$ cat src/verilog/zx_defs.svh
// ========================================
// Shared constants of the ZX Spectrum 128 memory and port side
// Port addresses are full 16-bit values, decoders pick the bits they need
// ROM lives above all RAM pages, so a ROM address has bits 24:20 set
// to the ROM region and RAM pages stay below 0x100000
// ========================================

`ifndef ZX_DEFS_SVH
`define ZX_DEFS_SVH

// ========================================
// Widths
// ========================================

// Z80 address bus
`define ZX_ADDR_W 16

// External RAM address bus
`define ZX_RAM_ADDR_W 25

// Page number, 3 bits of 0x7FFD plus 3 extension bits
`define ZX_PAGE_W 6

// Offset inside one 16K bank
`define ZX_BANK_OFS_W 14

// ========================================
// Ports
// ========================================

// 128K paging, partially decoded on bits 15 and 1
`define ZX_PORT_PAGE 16'h7FFD

// Profi 1024K extended paging, fully decoded
`define ZX_PORT_PAGE_EXT 16'hDFFD

// Kempston joystick, low six address bits only
`define ZX_PORT_KEMPSTON 6'h1F

// ========================================
// Memory map
// ========================================

`define ZX_ROM_REGION 5'h17
`define ZX_PAGE_BANK1 6'd5
`define ZX_PAGE_BANK2 6'd2

// Value seen on an undriven data bus
`define ZX_IDLE_DATA 8'hFF

`endif

$ cat src/verilog/zx_bus_pkg.sv
// ========================================
// Bus level types seen at the Z80 pins and at the loader
// All strobes here are active high, so a bus model must invert
// the real Z80 pins before driving them in
// ========================================

`include "zx_defs.svh"

package zx_bus_pkg;

	// ========================================
	// CPU bus cycle
	// ========================================

	// One cycle as the Z80 presents it
	// data is the write data, only valid while wr is high
	typedef struct packed {
		logic [`ZX_ADDR_W-1:0] addr;
		logic [7:0]            data;
		logic                  mreq;
		logic                  iorq;
		logic                  rd;
		logic                  wr;
		logic                  m1;
	} cpu_bus_t;

	// ========================================
	// Loader override
	// ========================================

	// Takes the RAM port away from the CPU while active is high
	typedef struct packed {
		logic                      active;
		logic [`ZX_RAM_ADDR_W-1:0] addr;
		logic [7:0]                data;
		logic                      wr;
	} loader_t;

endpackage

$ cat src/verilog/zx_mem_pkg.sv
// ========================================
// Memory side types: machine model, paging state and RAM requests
// The RAM request assumes a RAM that completes within the bus cycle
// ========================================

`include "zx_defs.svh"

package zx_mem_pkg;

	// Machine model, sampled while reset is high
	typedef enum logic [1:0] {
		std_128k      = 2'd0,
		pentagon_512k = 2'd1,
		profi_1024k   = 2'd2,
		std_48k       = 2'd3
	} mem_model_t;

	// Current paging
	// page_ram holds the extension bits above the three low bits of 0x7FFD
	typedef struct packed {
		logic [`ZX_PAGE_W-1:0] page_ram;
		logic [1:0]            rom_sel;
		logic                  page_scr;
		logic                  locked;
	} page_state_t;

	// One access to external RAM
	typedef struct packed {
		logic [`ZX_RAM_ADDR_W-1:0] addr;
		logic [7:0]                din;
		logic                      we;
		logic                      rd;
	} ram_req_t;

endpackage

$ cat src/verilog/zx_paging.sv
// ========================================
// Paging registers for 0x7FFD and 0xDFFD
// The machine model is sampled only while reset is high
// A port write acts on the rising edge of the I/O write strobe,
// so back to back writes need an idle cycle in between
// The lock bit is cleared by reset only
// ========================================

`timescale 1ns/10ps

`include "zx_defs.svh"

module zx_paging (
	input  logic                     clk_sys,
	input  logic                     reset,
	input  zx_bus_pkg::cpu_bus_t     cpu,
	input  zx_mem_pkg::mem_model_t   mem_model,
	output zx_mem_pkg::page_state_t  page
);

	zx_mem_pkg::mem_model_t model_q;

	// Bits 5:0 of the last accepted 0x7FFD write
	logic [5:0] page_reg;

	// Extension bits above page_reg[2:0]
	logic [2:0] page_ext;

	logic io_wr;
	logic io_wr_q;
	logic io_wr_edge;
	logic page_sel;
	logic page_ext_sel;
	logic page_en;

	// ========================================
	// Decode
	// ========================================

	assign io_wr      = cpu.iorq & cpu.wr & ~cpu.m1;
	assign io_wr_edge = io_wr & ~io_wr_q;

	// Partial decode, any address with no 1 where 0x7FFD has a 0
	assign page_sel     = ~|(cpu.addr & ~`ZX_PORT_PAGE);
	assign page_ext_sel = (cpu.addr == `ZX_PORT_PAGE_EXT);

	// 48K machines and a locked register ignore 0x7FFD
	assign page_en = ~page_reg[5] & (model_q != zx_mem_pkg::std_48k);

	// ========================================
	// Registers
	// ========================================

	always_ff @(posedge clk_sys) begin
		if (reset) begin
			model_q  <= mem_model;
			page_reg <= '0;
			page_ext <= '0;
			io_wr_q  <= 1'b0;
		end else begin
			io_wr_q <= io_wr;
			if (io_wr_edge) begin
				if (page_sel && page_en) begin
					page_reg <= cpu.data[5:0];
					// Pentagon keeps two more page bits in the top of 0x7FFD
					if (model_q == zx_mem_pkg::pentagon_512k)
						page_ext[1:0] <= cpu.data[7:6];
				end
				if (page_ext_sel && (model_q == zx_mem_pkg::profi_1024k))
					page_ext <= cpu.data[2:0];
			end
		end
	end

	assign page.page_ram = {page_ext, page_reg[2:0]};
	assign page.page_scr = page_reg[3];
	assign page.locked   = page_reg[5];
	// ROM 3 is the 48K BASIC ROM, ROM 2 the 128K editor
	assign page.rom_sel  = ((model_q == zx_mem_pkg::std_48k) || page_reg[4]) ? 2'd3 : 2'd2;

	// A Z80 never reads and writes in the same cycle
	bus_rd_wr_exclusive: assert property (
		@(posedge clk_sys) disable iff (reset) !(cpu.rd && cpu.wr)
	);

endmodule

$ cat src/verilog/zx_mem_map.sv
// ========================================
// CPU address translation into the 25-bit external RAM space
// Purely combinational, the loader has priority over the CPU
// Bank 0 is ROM and never written by the CPU
// ========================================

`timescale 1ns/10ps

`include "zx_defs.svh"

module zx_mem_map (
	input  zx_bus_pkg::cpu_bus_t     cpu,
	input  zx_bus_pkg::loader_t      loader,
	input  zx_mem_pkg::page_state_t  page,
	output zx_mem_pkg::ram_req_t     ram
);

	logic [1:0]                  bank;
	logic [`ZX_BANK_OFS_W-1:0]   ofs;

	assign bank = cpu.addr[15:14];
	assign ofs  = cpu.addr[`ZX_BANK_OFS_W-1:0];

	always_comb begin
		if (loader.active) begin
			ram.addr = loader.addr;
			ram.din  = loader.data;
			ram.we   = loader.wr;
			ram.rd   = 1'b0;
		end else begin
			case (bank)
				// ROM region on top, four padding bits, then the ROM number
				2'd0: ram.addr = {`ZX_ROM_REGION, 4'b0000, page.rom_sel, ofs};
				2'd1: ram.addr = {5'b00000, `ZX_PAGE_BANK1, ofs};
				2'd2: ram.addr = {5'b00000, `ZX_PAGE_BANK2, ofs};
				default: ram.addr = {5'b00000, page.page_ram, ofs};
			endcase
			ram.din = cpu.data;
			ram.rd  = cpu.mreq & cpu.rd;
			ram.we  = cpu.mreq & cpu.wr & (bank != 2'd0);
		end
	end

endmodule

$ cat src/verilog/zx_io_read.sv
// ========================================
// Read data multiplexer for the Z80 data bus
// RAM read data must be valid within the same bus cycle
// Interrupt acknowledge cycles read the idle value
// ========================================

`timescale 1ns/10ps

`include "zx_defs.svh"

module zx_io_read (
	input  zx_bus_pkg::cpu_bus_t  cpu,
	input  logic [7:0]            ram_dout,
	input  logic [4:0]            key_data,
	input  logic [5:0]            joystick,
	input  logic                  tape_in,
	output logic [7:0]            cpu_din
);

	logic io_rd;
	logic kempston_sel;
	logic ula_sel;

	// m1 together with iorq is an interrupt acknowledge, not a port read
	assign io_rd        = cpu.iorq & cpu.rd & ~cpu.m1;
	assign kempston_sel = (cpu.addr[5:0] == `ZX_PORT_KEMPSTON);
	assign ula_sel      = ~cpu.addr[0];

	// Priority order matters here
	always_comb begin
		if (cpu.mreq)
			cpu_din = ram_dout;
		else if (io_rd && kempston_sel)
			cpu_din = {2'b00, joystick};
		else if (io_rd && ula_sel)
			// Keyboard row, EAR input in bit 6, bits 7 and 5 float high
			cpu_din = {1'b1, ~tape_in, 1'b1, key_data};
		else
			cpu_din = `ZX_IDLE_DATA;
	end

endmodule

$ cat src/verilog/zx_ula_audio.sv
// ========================================
// ULA port latch and audio mixer
// Any even port address reaches the ULA
// Audio is unsigned, the 10-bit mix sits in the top bits
// ========================================

`timescale 1ns/10ps

module zx_ula_audio (
	input  logic                  clk_sys,
	input  logic                  reset,
	input  zx_bus_pkg::cpu_bus_t  cpu,
	input  logic                  tape_in,
	input  logic [7:0]            psg_a,
	input  logic [7:0]            psg_b,
	input  logic [7:0]            psg_c,
	output logic [2:0]            border,
	output logic [15:0]           audio_l,
	output logic [15:0]           audio_r
);

	logic ula_we;
	logic ula_we_q;
	logic ear_out;
	logic mic_out;
	logic [7:0] beeper;

	// Side channel counts twice, centre channel B once
	function automatic logic [9:0] mix(input logic [7:0] side, input logic [7:0] centre,
		input logic [7:0] beep);
		mix = {1'b0, side, 1'b0} + {2'b00, centre} + {2'b00, beep};
	endfunction

	assign ula_we = cpu.iorq & cpu.wr & ~cpu.m1 & ~cpu.addr[0];

	always_ff @(posedge clk_sys) begin
		if (reset) begin
			border   <= 3'd0;
			mic_out  <= 1'b0;
			ear_out  <= 1'b0;
			ula_we_q <= 1'b0;
		end else begin
			ula_we_q <= ula_we;
			if (ula_we && !ula_we_q) begin
				border  <= cpu.data[2:0];
				mic_out <= cpu.data[3];
				ear_out <= cpu.data[4];
			end
		end
	end

	assign beeper  = {ear_out, mic_out, tape_in, 5'b00000};
	assign audio_l = {mix(psg_a, psg_b, beeper), 6'd0};
	assign audio_r = {mix(psg_c, psg_b, beeper), 6'd0};

endmodule

$ cat src/verilog/zx_host.sv
// ========================================
// ZX Spectrum 128 host, memory and port side
// Surrounds an external Z80 bus with active-high strobes
// External RAM must answer within the bus cycle, there is no wait
// The machine model is taken while reset is high
// ========================================

`timescale 1ns/10ps

module zx_host (
	input  logic                     clk_sys,
	input  logic                     reset,
	input  zx_bus_pkg::cpu_bus_t     cpu,
	input  zx_bus_pkg::loader_t      loader,
	input  zx_mem_pkg::mem_model_t   mem_model,
	input  logic [7:0]               ram_dout,
	input  logic [4:0]               key_data,
	input  logic [5:0]               joystick,
	input  logic                     tape_in,
	input  logic [7:0]               psg_a,
	input  logic [7:0]               psg_b,
	input  logic [7:0]               psg_c,
	output zx_mem_pkg::ram_req_t     ram,
	output logic [7:0]               cpu_din,
	output logic [2:0]               border,
	output logic [15:0]              audio_l,
	output logic [15:0]              audio_r
);

	zx_mem_pkg::page_state_t page;

	// ========================================
	// Memory
	// ========================================

	zx_paging u_paging (
		.clk_sys   (clk_sys),
		.reset     (reset),
		.cpu       (cpu),
		.mem_model (mem_model),
		.page      (page)
	);

	zx_mem_map u_mem_map (
		.cpu    (cpu),
		.loader (loader),
		.page   (page),
		.ram    (ram)
	);

	// ========================================
	// Ports and audio
	// ========================================

	zx_io_read u_io_read (
		.cpu      (cpu),
		.ram_dout (ram_dout),
		.key_data (key_data),
		.joystick (joystick),
		.tape_in  (tape_in),
		.cpu_din  (cpu_din)
	);

	zx_ula_audio u_ula_audio (
		.clk_sys (clk_sys),
		.reset   (reset),
		.cpu     (cpu),
		.tape_in (tape_in),
		.psg_a   (psg_a),
		.psg_b   (psg_b),
		.psg_c   (psg_c),
		.border  (border),
		.audio_l (audio_l),
		.audio_r (audio_r)
	);

endmodule

$ cat config.mk
export PLATFORM = sky130hd
export DESIGN_NAME = zx_host
export DESIGN_NICKNAME = d
export VERILOG_FILES = /design/src/verilog/zx_bus_pkg.sv /design/src/verilog/zx_mem_pkg.sv /design/src/verilog/zx_paging.sv /design/src/verilog/zx_mem_map.sv /design/src/verilog/zx_io_read.sv /design/src/verilog/zx_ula_audio.sv /design/src/verilog/zx_host.sv
export VERILOG_INCLUDE_DIRS = /design/src /design/src/verilog
export SDC_FILE = /design/constraint.sdc
export NUM_CORES = 1
export LEC_CHECK = 0
export BUFFER_PORTS_ARGS = -buffer_cell sky130_fd_sc_hd__buf_4
export CAP_MARGIN = 20
export CELL_PAD_IN_SITES_DETAIL_PLACEMENT = 1
export CELL_PAD_IN_SITES_GLOBAL_PLACEMENT = 1
export CORE_MARGIN = 3
export CORE_UTILIZATION = 28
export CTS_BUF_LIST = sky130_fd_sc_hd__clkbuf_4
export DETAILED_ROUTE_END_ITERATION = 16
export MAX_ROUTING_LAYER = met4
export PLACE_DENSITY_LB_ADDON = 0.1
export SLEW_MARGIN = 20
export SYNTH_ARGS = -nofsm -noshare
export SYNTH_HDL_FRONTEND = slang
export SYNTH_SLANG_ARGS = --single-unit
$ cat constraint.sdc
create_clock -name clk_sys -period 5.7 [get_ports clk_sys]
set_input_delay 0.855 -clock clk_sys [delete_from_list [all_inputs] [get_ports clk_sys]]
set_output_delay 0.855 -clock clk_sys [all_outputs]
set_load 0.05 [all_outputs]
* Word-level counts from Yosys, hierarchy flattened *
Cells that the tools add are included.

word-level totals
  output and inout bits = 78
  word-level logic and storage cells = 61
  register bits after elaboration = 18

operators by class
  equality and inequality tests = 8
  add/subtract/negate cells = 4
  bitwise logic cells = 15
  mux-type cells = 9
  reduce and logical (&&, ||, !) cells = 16

operators by type and width
  operator                number
  $pmux W25 S3            1
  $mux W35                1
  $add A10 B8 Y10         2
  $add A9 B8 Y10          2
  $eq A16 B16 Y1 const B  1
  $mux W8                 2
  $and A1 B1 Y1           10
  $mux W7                 1
  $eq A2 B2 Y1 const B    3
  $eq A6 B5 Y1 const B    1
  $mux W2                 3
  $reduce_bool A2 Y1      3
  $logic_and A1 B1 Y1     5
  $not A1 Y1              5
  $eq A2 B1 Y1 const B    2
  $reduce_and A2 Y1       2
  $reduce_and A3 Y1       1
  $logic_not A1 Y1        2
  $logic_not A2 Y1        1
  $ne A2 B2 Y1 const B    1
  $reduce_or A2 Y1        1
  $logic_or A1 B1 Y1      1
  $mux W1                 1

* Depth between registers and ports, before layout *
  depth in word-level cells = 6
  mapped depth = 9
  gate-level depth less buffers = 9

* Cells and area by module *
Synthesis repeated with hierarchy kept, for this count alone.

second synthesis, totals
  cell total of the unflattened synthesis = 283
  area, all modules = 2519.9 µm²

by module, submodules not included
  module        sequential area each (µm²)  area an instance (µm²)  times used  cells each
  zx_ula_audio  120.1                       1137.3                  1           131
  zx_paging     260.2                       626.9                   1           63
  zx_mem_map    0.0                         569.3                   1           61
  zx_io_read    0.0                         186.4                   1           28

* Least setup slack after synthesis *
OpenSTA, ideal clock, no wires.

  path type = input port to output port
  from = in tape_in
  to = out audio_r[14]
  buffers on the path = 0
  slack = 1.929 ns
  data arrival time = 2.916 ns
  stages = 8
  data required time = 4.845 ns
  cell sequence = inv_1 fa_1 inv_1 ha_1 a21oi_1 o21bai_1 a21oi_1 xnor2_1

between the ends
  longest elaborated chain between the ends = 1

ends and longest elaborated chain
  element          line                source
  start, declared  zx_host.sv:19       input logic tape_in,
  $add A10 B8 Y10  zx_ula_audio.sv:31  mix = {1'b0, side, 1'b0} + {2'b00, centre} + {2'b00, beep};
  end, declared    zx_host.sv:27       output logic [15:0] audio_r

Every way passes these cells.

* Worst setup path after layout *
  from = in psg_b[2]
  to = out audio_r[14]

between the ends
  longest elaborated chain between the ends = 2

ends and longest elaborated chain
  element          line                source
  start, declared  zx_host.sv:21       input logic [7:0] psg_b,
  $add A9 B8 Y10   zx_ula_audio.sv:31
  $add A10 B8 Y10  zx_ula_audio.sv:31

Every way passes these cells.

==> key figures <==
Cells and area
  – P&R area growth vs syn: 62.0%
  – Largest register FFs: 5
  – Total Nets Final: 572
  – Most common cell after layout, fill and taps aside: buf_4
  – Ant. Diodes: 0
  – Share of layout cells above drive strength 1: between 40 and 50%
  – Most frequent cells in the layout: 174 x buf_4, 30 x nand2_1, 24 x mux2_2, 22 x ha_1, 19 x inv_1
  – Layout fillers: around 950

Worst setup path
  – WS Path Type: input port to output port
  – Worst setup EP type: output port
  – Slowest CP cell: fa_1
  – Cell Chain, Critical Path: buf_4, ha_1, ha_1, fa_1, a21o_1, a21oi_1, o21bai_1, a21oi_1, xnor2_1, buf_4
  – Crit Path Max Fanout: 2
  – CP bufs+invs: 2
  – CP startpoint kind: input port
  – Worst EP arrival: 2980 ps
  – Crit path max-delay family: adder cells
  – Worst Path Required: about 4900 ps
  – Slowest cell delay on critical path: 410 ps

Die
  – # IOs: 190
  – DIE AREA: 8830 um^2
  – Die Height: about 94 um
  – Initial Util: 29.4%
  – Die Wd: 94.0 um
  – Cell row count: 31
  – Core box area: 7370 um^2

STA
  – Final setup margin: 1860 ps
  – Fmax: 260 MHz
  – Fin. Hold Viols: 0
  – Fin crit share: between 60% and 70%
  – Post-layout min period: approximately 3800 ps
  – RSZ-0062 raised after global routing: no
  – Max-slew violations: 0
  – Setup TNS: 0 ps
  – Clock skew: ~8.5 ps
  – # setup viols final: 0
  – Hold Slack: 460 ps

Route
  – Routed WL per cell: approximately 14 um
  – Final WL: 7610 um
  – Final ANT Viol Nets: 0
  – Total number of vias: 2476
  – Drt first pass iters: 3
  – Via density per instance: 4.69
  – Initial DRC count: 56
  – Residual DRC count: 0

Logic synthesis
  – Synth Cell Area: 2170 um^2
  – Post-synthesis sequential area ratio: 16.6%
  – Post-synthesis async set-or-reset flop share: 0%
  – EDFF count, synth: 2
  – Syn Inst Count: 267
  – Yosys warning count: 0
  – Commonest register cell after synthesis: dfxtp_1
  – Synth unique cells: 44
  – Mean Syn Cell Area: between 8 and 9 um^2
  – Seq cells post-synth: 17

Clocking
  – Clock-pin slew on the worst setup and hold paths: 100 ps
  – Root buffer cell: clkbuf_4
  – Resized Gates After CTS: 0
  – CTS max path bufs: 2
  – # Post-CTS Setup Buffers: 0
  – H-Tree Depth: 1
  – Clock Latency Late Sink: 280 ps
  – CTS Hold Bufs: 0
  – TritonCTS clock tree: built
  – Num CTS Buffers: 3
  – Clock Sinks: 17

Pwr
  – Pwr dens: 193 nW/um^2
  – Leakage Power: approximately 1.8 nW
  – Peak supply drop: 0.0802 mV
  – Overall power: 0.000678 W

Global route
  – Gr ovfl total: 0
  – Initial antenna violation count: 0
  – Largest net degree at the start of global routing: 43
  – GRT Overall Usage: 16.8%
  – Vias in the first global route: around 2.6k
  – First-pass GRT wire length: between 10000 and 15000 um

Outcome
  – Status: complete, no violations

Place
  – Hpwl dp: around 6800 um
  – Pre-CTS WS: ~1800 ps
  – Gp weighted congestion: around 0.73
  – Port buffer count: 174

Job
  – Max-Cap Viols: 0

Min path
  – Worst hold path type: register to register
## worst min-delay path: stages (launching register included)
cell     delay [ps]
dfxtp_1         320
nand2_1          50
a21oi_1          50
## synth_stat cells (2+ instances only)
library cell,count,share of area (%)
a21oi_1,16,3.7
o21bai_1,4,1.4
nand4_1,2,0.58
a211oi_1,3,1.0
buf_4,14,4.8
edfxtp_1,2,2.8
o21ai_0,18,4.2
a21o_1,10,3.5
mux2i_1,6,2.8
dfxtp_1,15,14
o21a_1,2,0.69
buf_2,4,0.92
nor2_1,15,2.6
nor3_1,5,1.2
mux2_2,24,12
fa_1,8,7.4
o22ai_1,5,1.4
inv_1,19,3.3
ha_1,22,13
nand2_1,30,5.2
nand3b_1,2,0.69
o211ai_1,2,0.69
xnor2_1,5,2.0
nand3_1,6,1.4
clkbuf_1,9,1.6
## cells by family (layout without fill, tap and decap cells)
logic type	Yosys count	after routing	synth area share (%)
flip-flops	17	17	16.6
AO/OA/AOI/OAI	64	64	18.1
XOR/XNOR	6	6	2.42
AND/OR/NAND/NOR	73	73	16.7
other	1	12	0.173
buffers and inverters	46	197	10.6
multiplexers	30	30	15.2
adder cells (fa/ha/maj)	30	30	20.1
## metrics by stage
stage | std cells | cell area [um^2] | util, %
final | 528 | 3510 | 47.6
after global placement | 524 | 3480 | 47.2
after floorplan | 278 | 2210 | -
after global routing | 528 | 3510 | 47.6
after detailed placement | 524 | 3480 | 47.2
after CTS | 528 | 3510 | 47.6
## final timing paths
| path | slack [ps] | to | startpoint | depth (start not counted) |
|---|---|---|---|---|
| worst max-delay path | 1860 | audio_r[14] | psg_b[2] | 10 |
| worst max register to register | 4050 | u_paging.page_ext[0]$_SDFFE_PP0P_ | u_paging.model_q[0]$_DFFE_PP_ | 5 |
| worst min-delay path | 460 | u_paging.page_reg[1]$_SDFFE_PP0P_ | u_paging.page_reg[1]$_SDFFE_PP0P_ | 2 |
| worst min register to register | 460 | u_paging.page_reg[1]$_SDFFE_PP0P_ | u_paging.page_reg[1]$_SDFFE_PP0P_ | 2 |
## cell type report
| cell class | count | area, um^2 | share of cell area (%) |
|---|---|---|---|
| Sequential cell | 17 | 360 | 10.3 |
| Timing Repair Buffer | 174 | 1310 | 37.2 |
| Clock buffer | 4 | 30.0 | 0.856 |
| Tap cell | 99 | 124 | 3.53 |
| Multi-Input combinational cell | 215 | 1620 | 46.1 |
| Inverter | 19 | 71.3 | 2.03 |
## where the power goes
part | internal, W | total (W) | switching, W
Sequential | 0.000124 | 0.000126 | 0.00000258
Clock | 0.0000319 | 0.0000669 | 0.0000351
Combinational | 0.000175 | 0.000484 | 0.000310
Total | 0.000330 | 0.000678 | 0.000348
## metal layers
metal / up-vias / track usage, % / part of all wire, %
li1: 1235 / - / -
met5: - / - / 0
met3: 2 / 3.21 / 9.3
met4: 0 / 2.53 / 0.50
met1: 1114 / 20.1 / 42
met2: 125 / 29.9 / 48
Power figures use the tool's default switching activity.
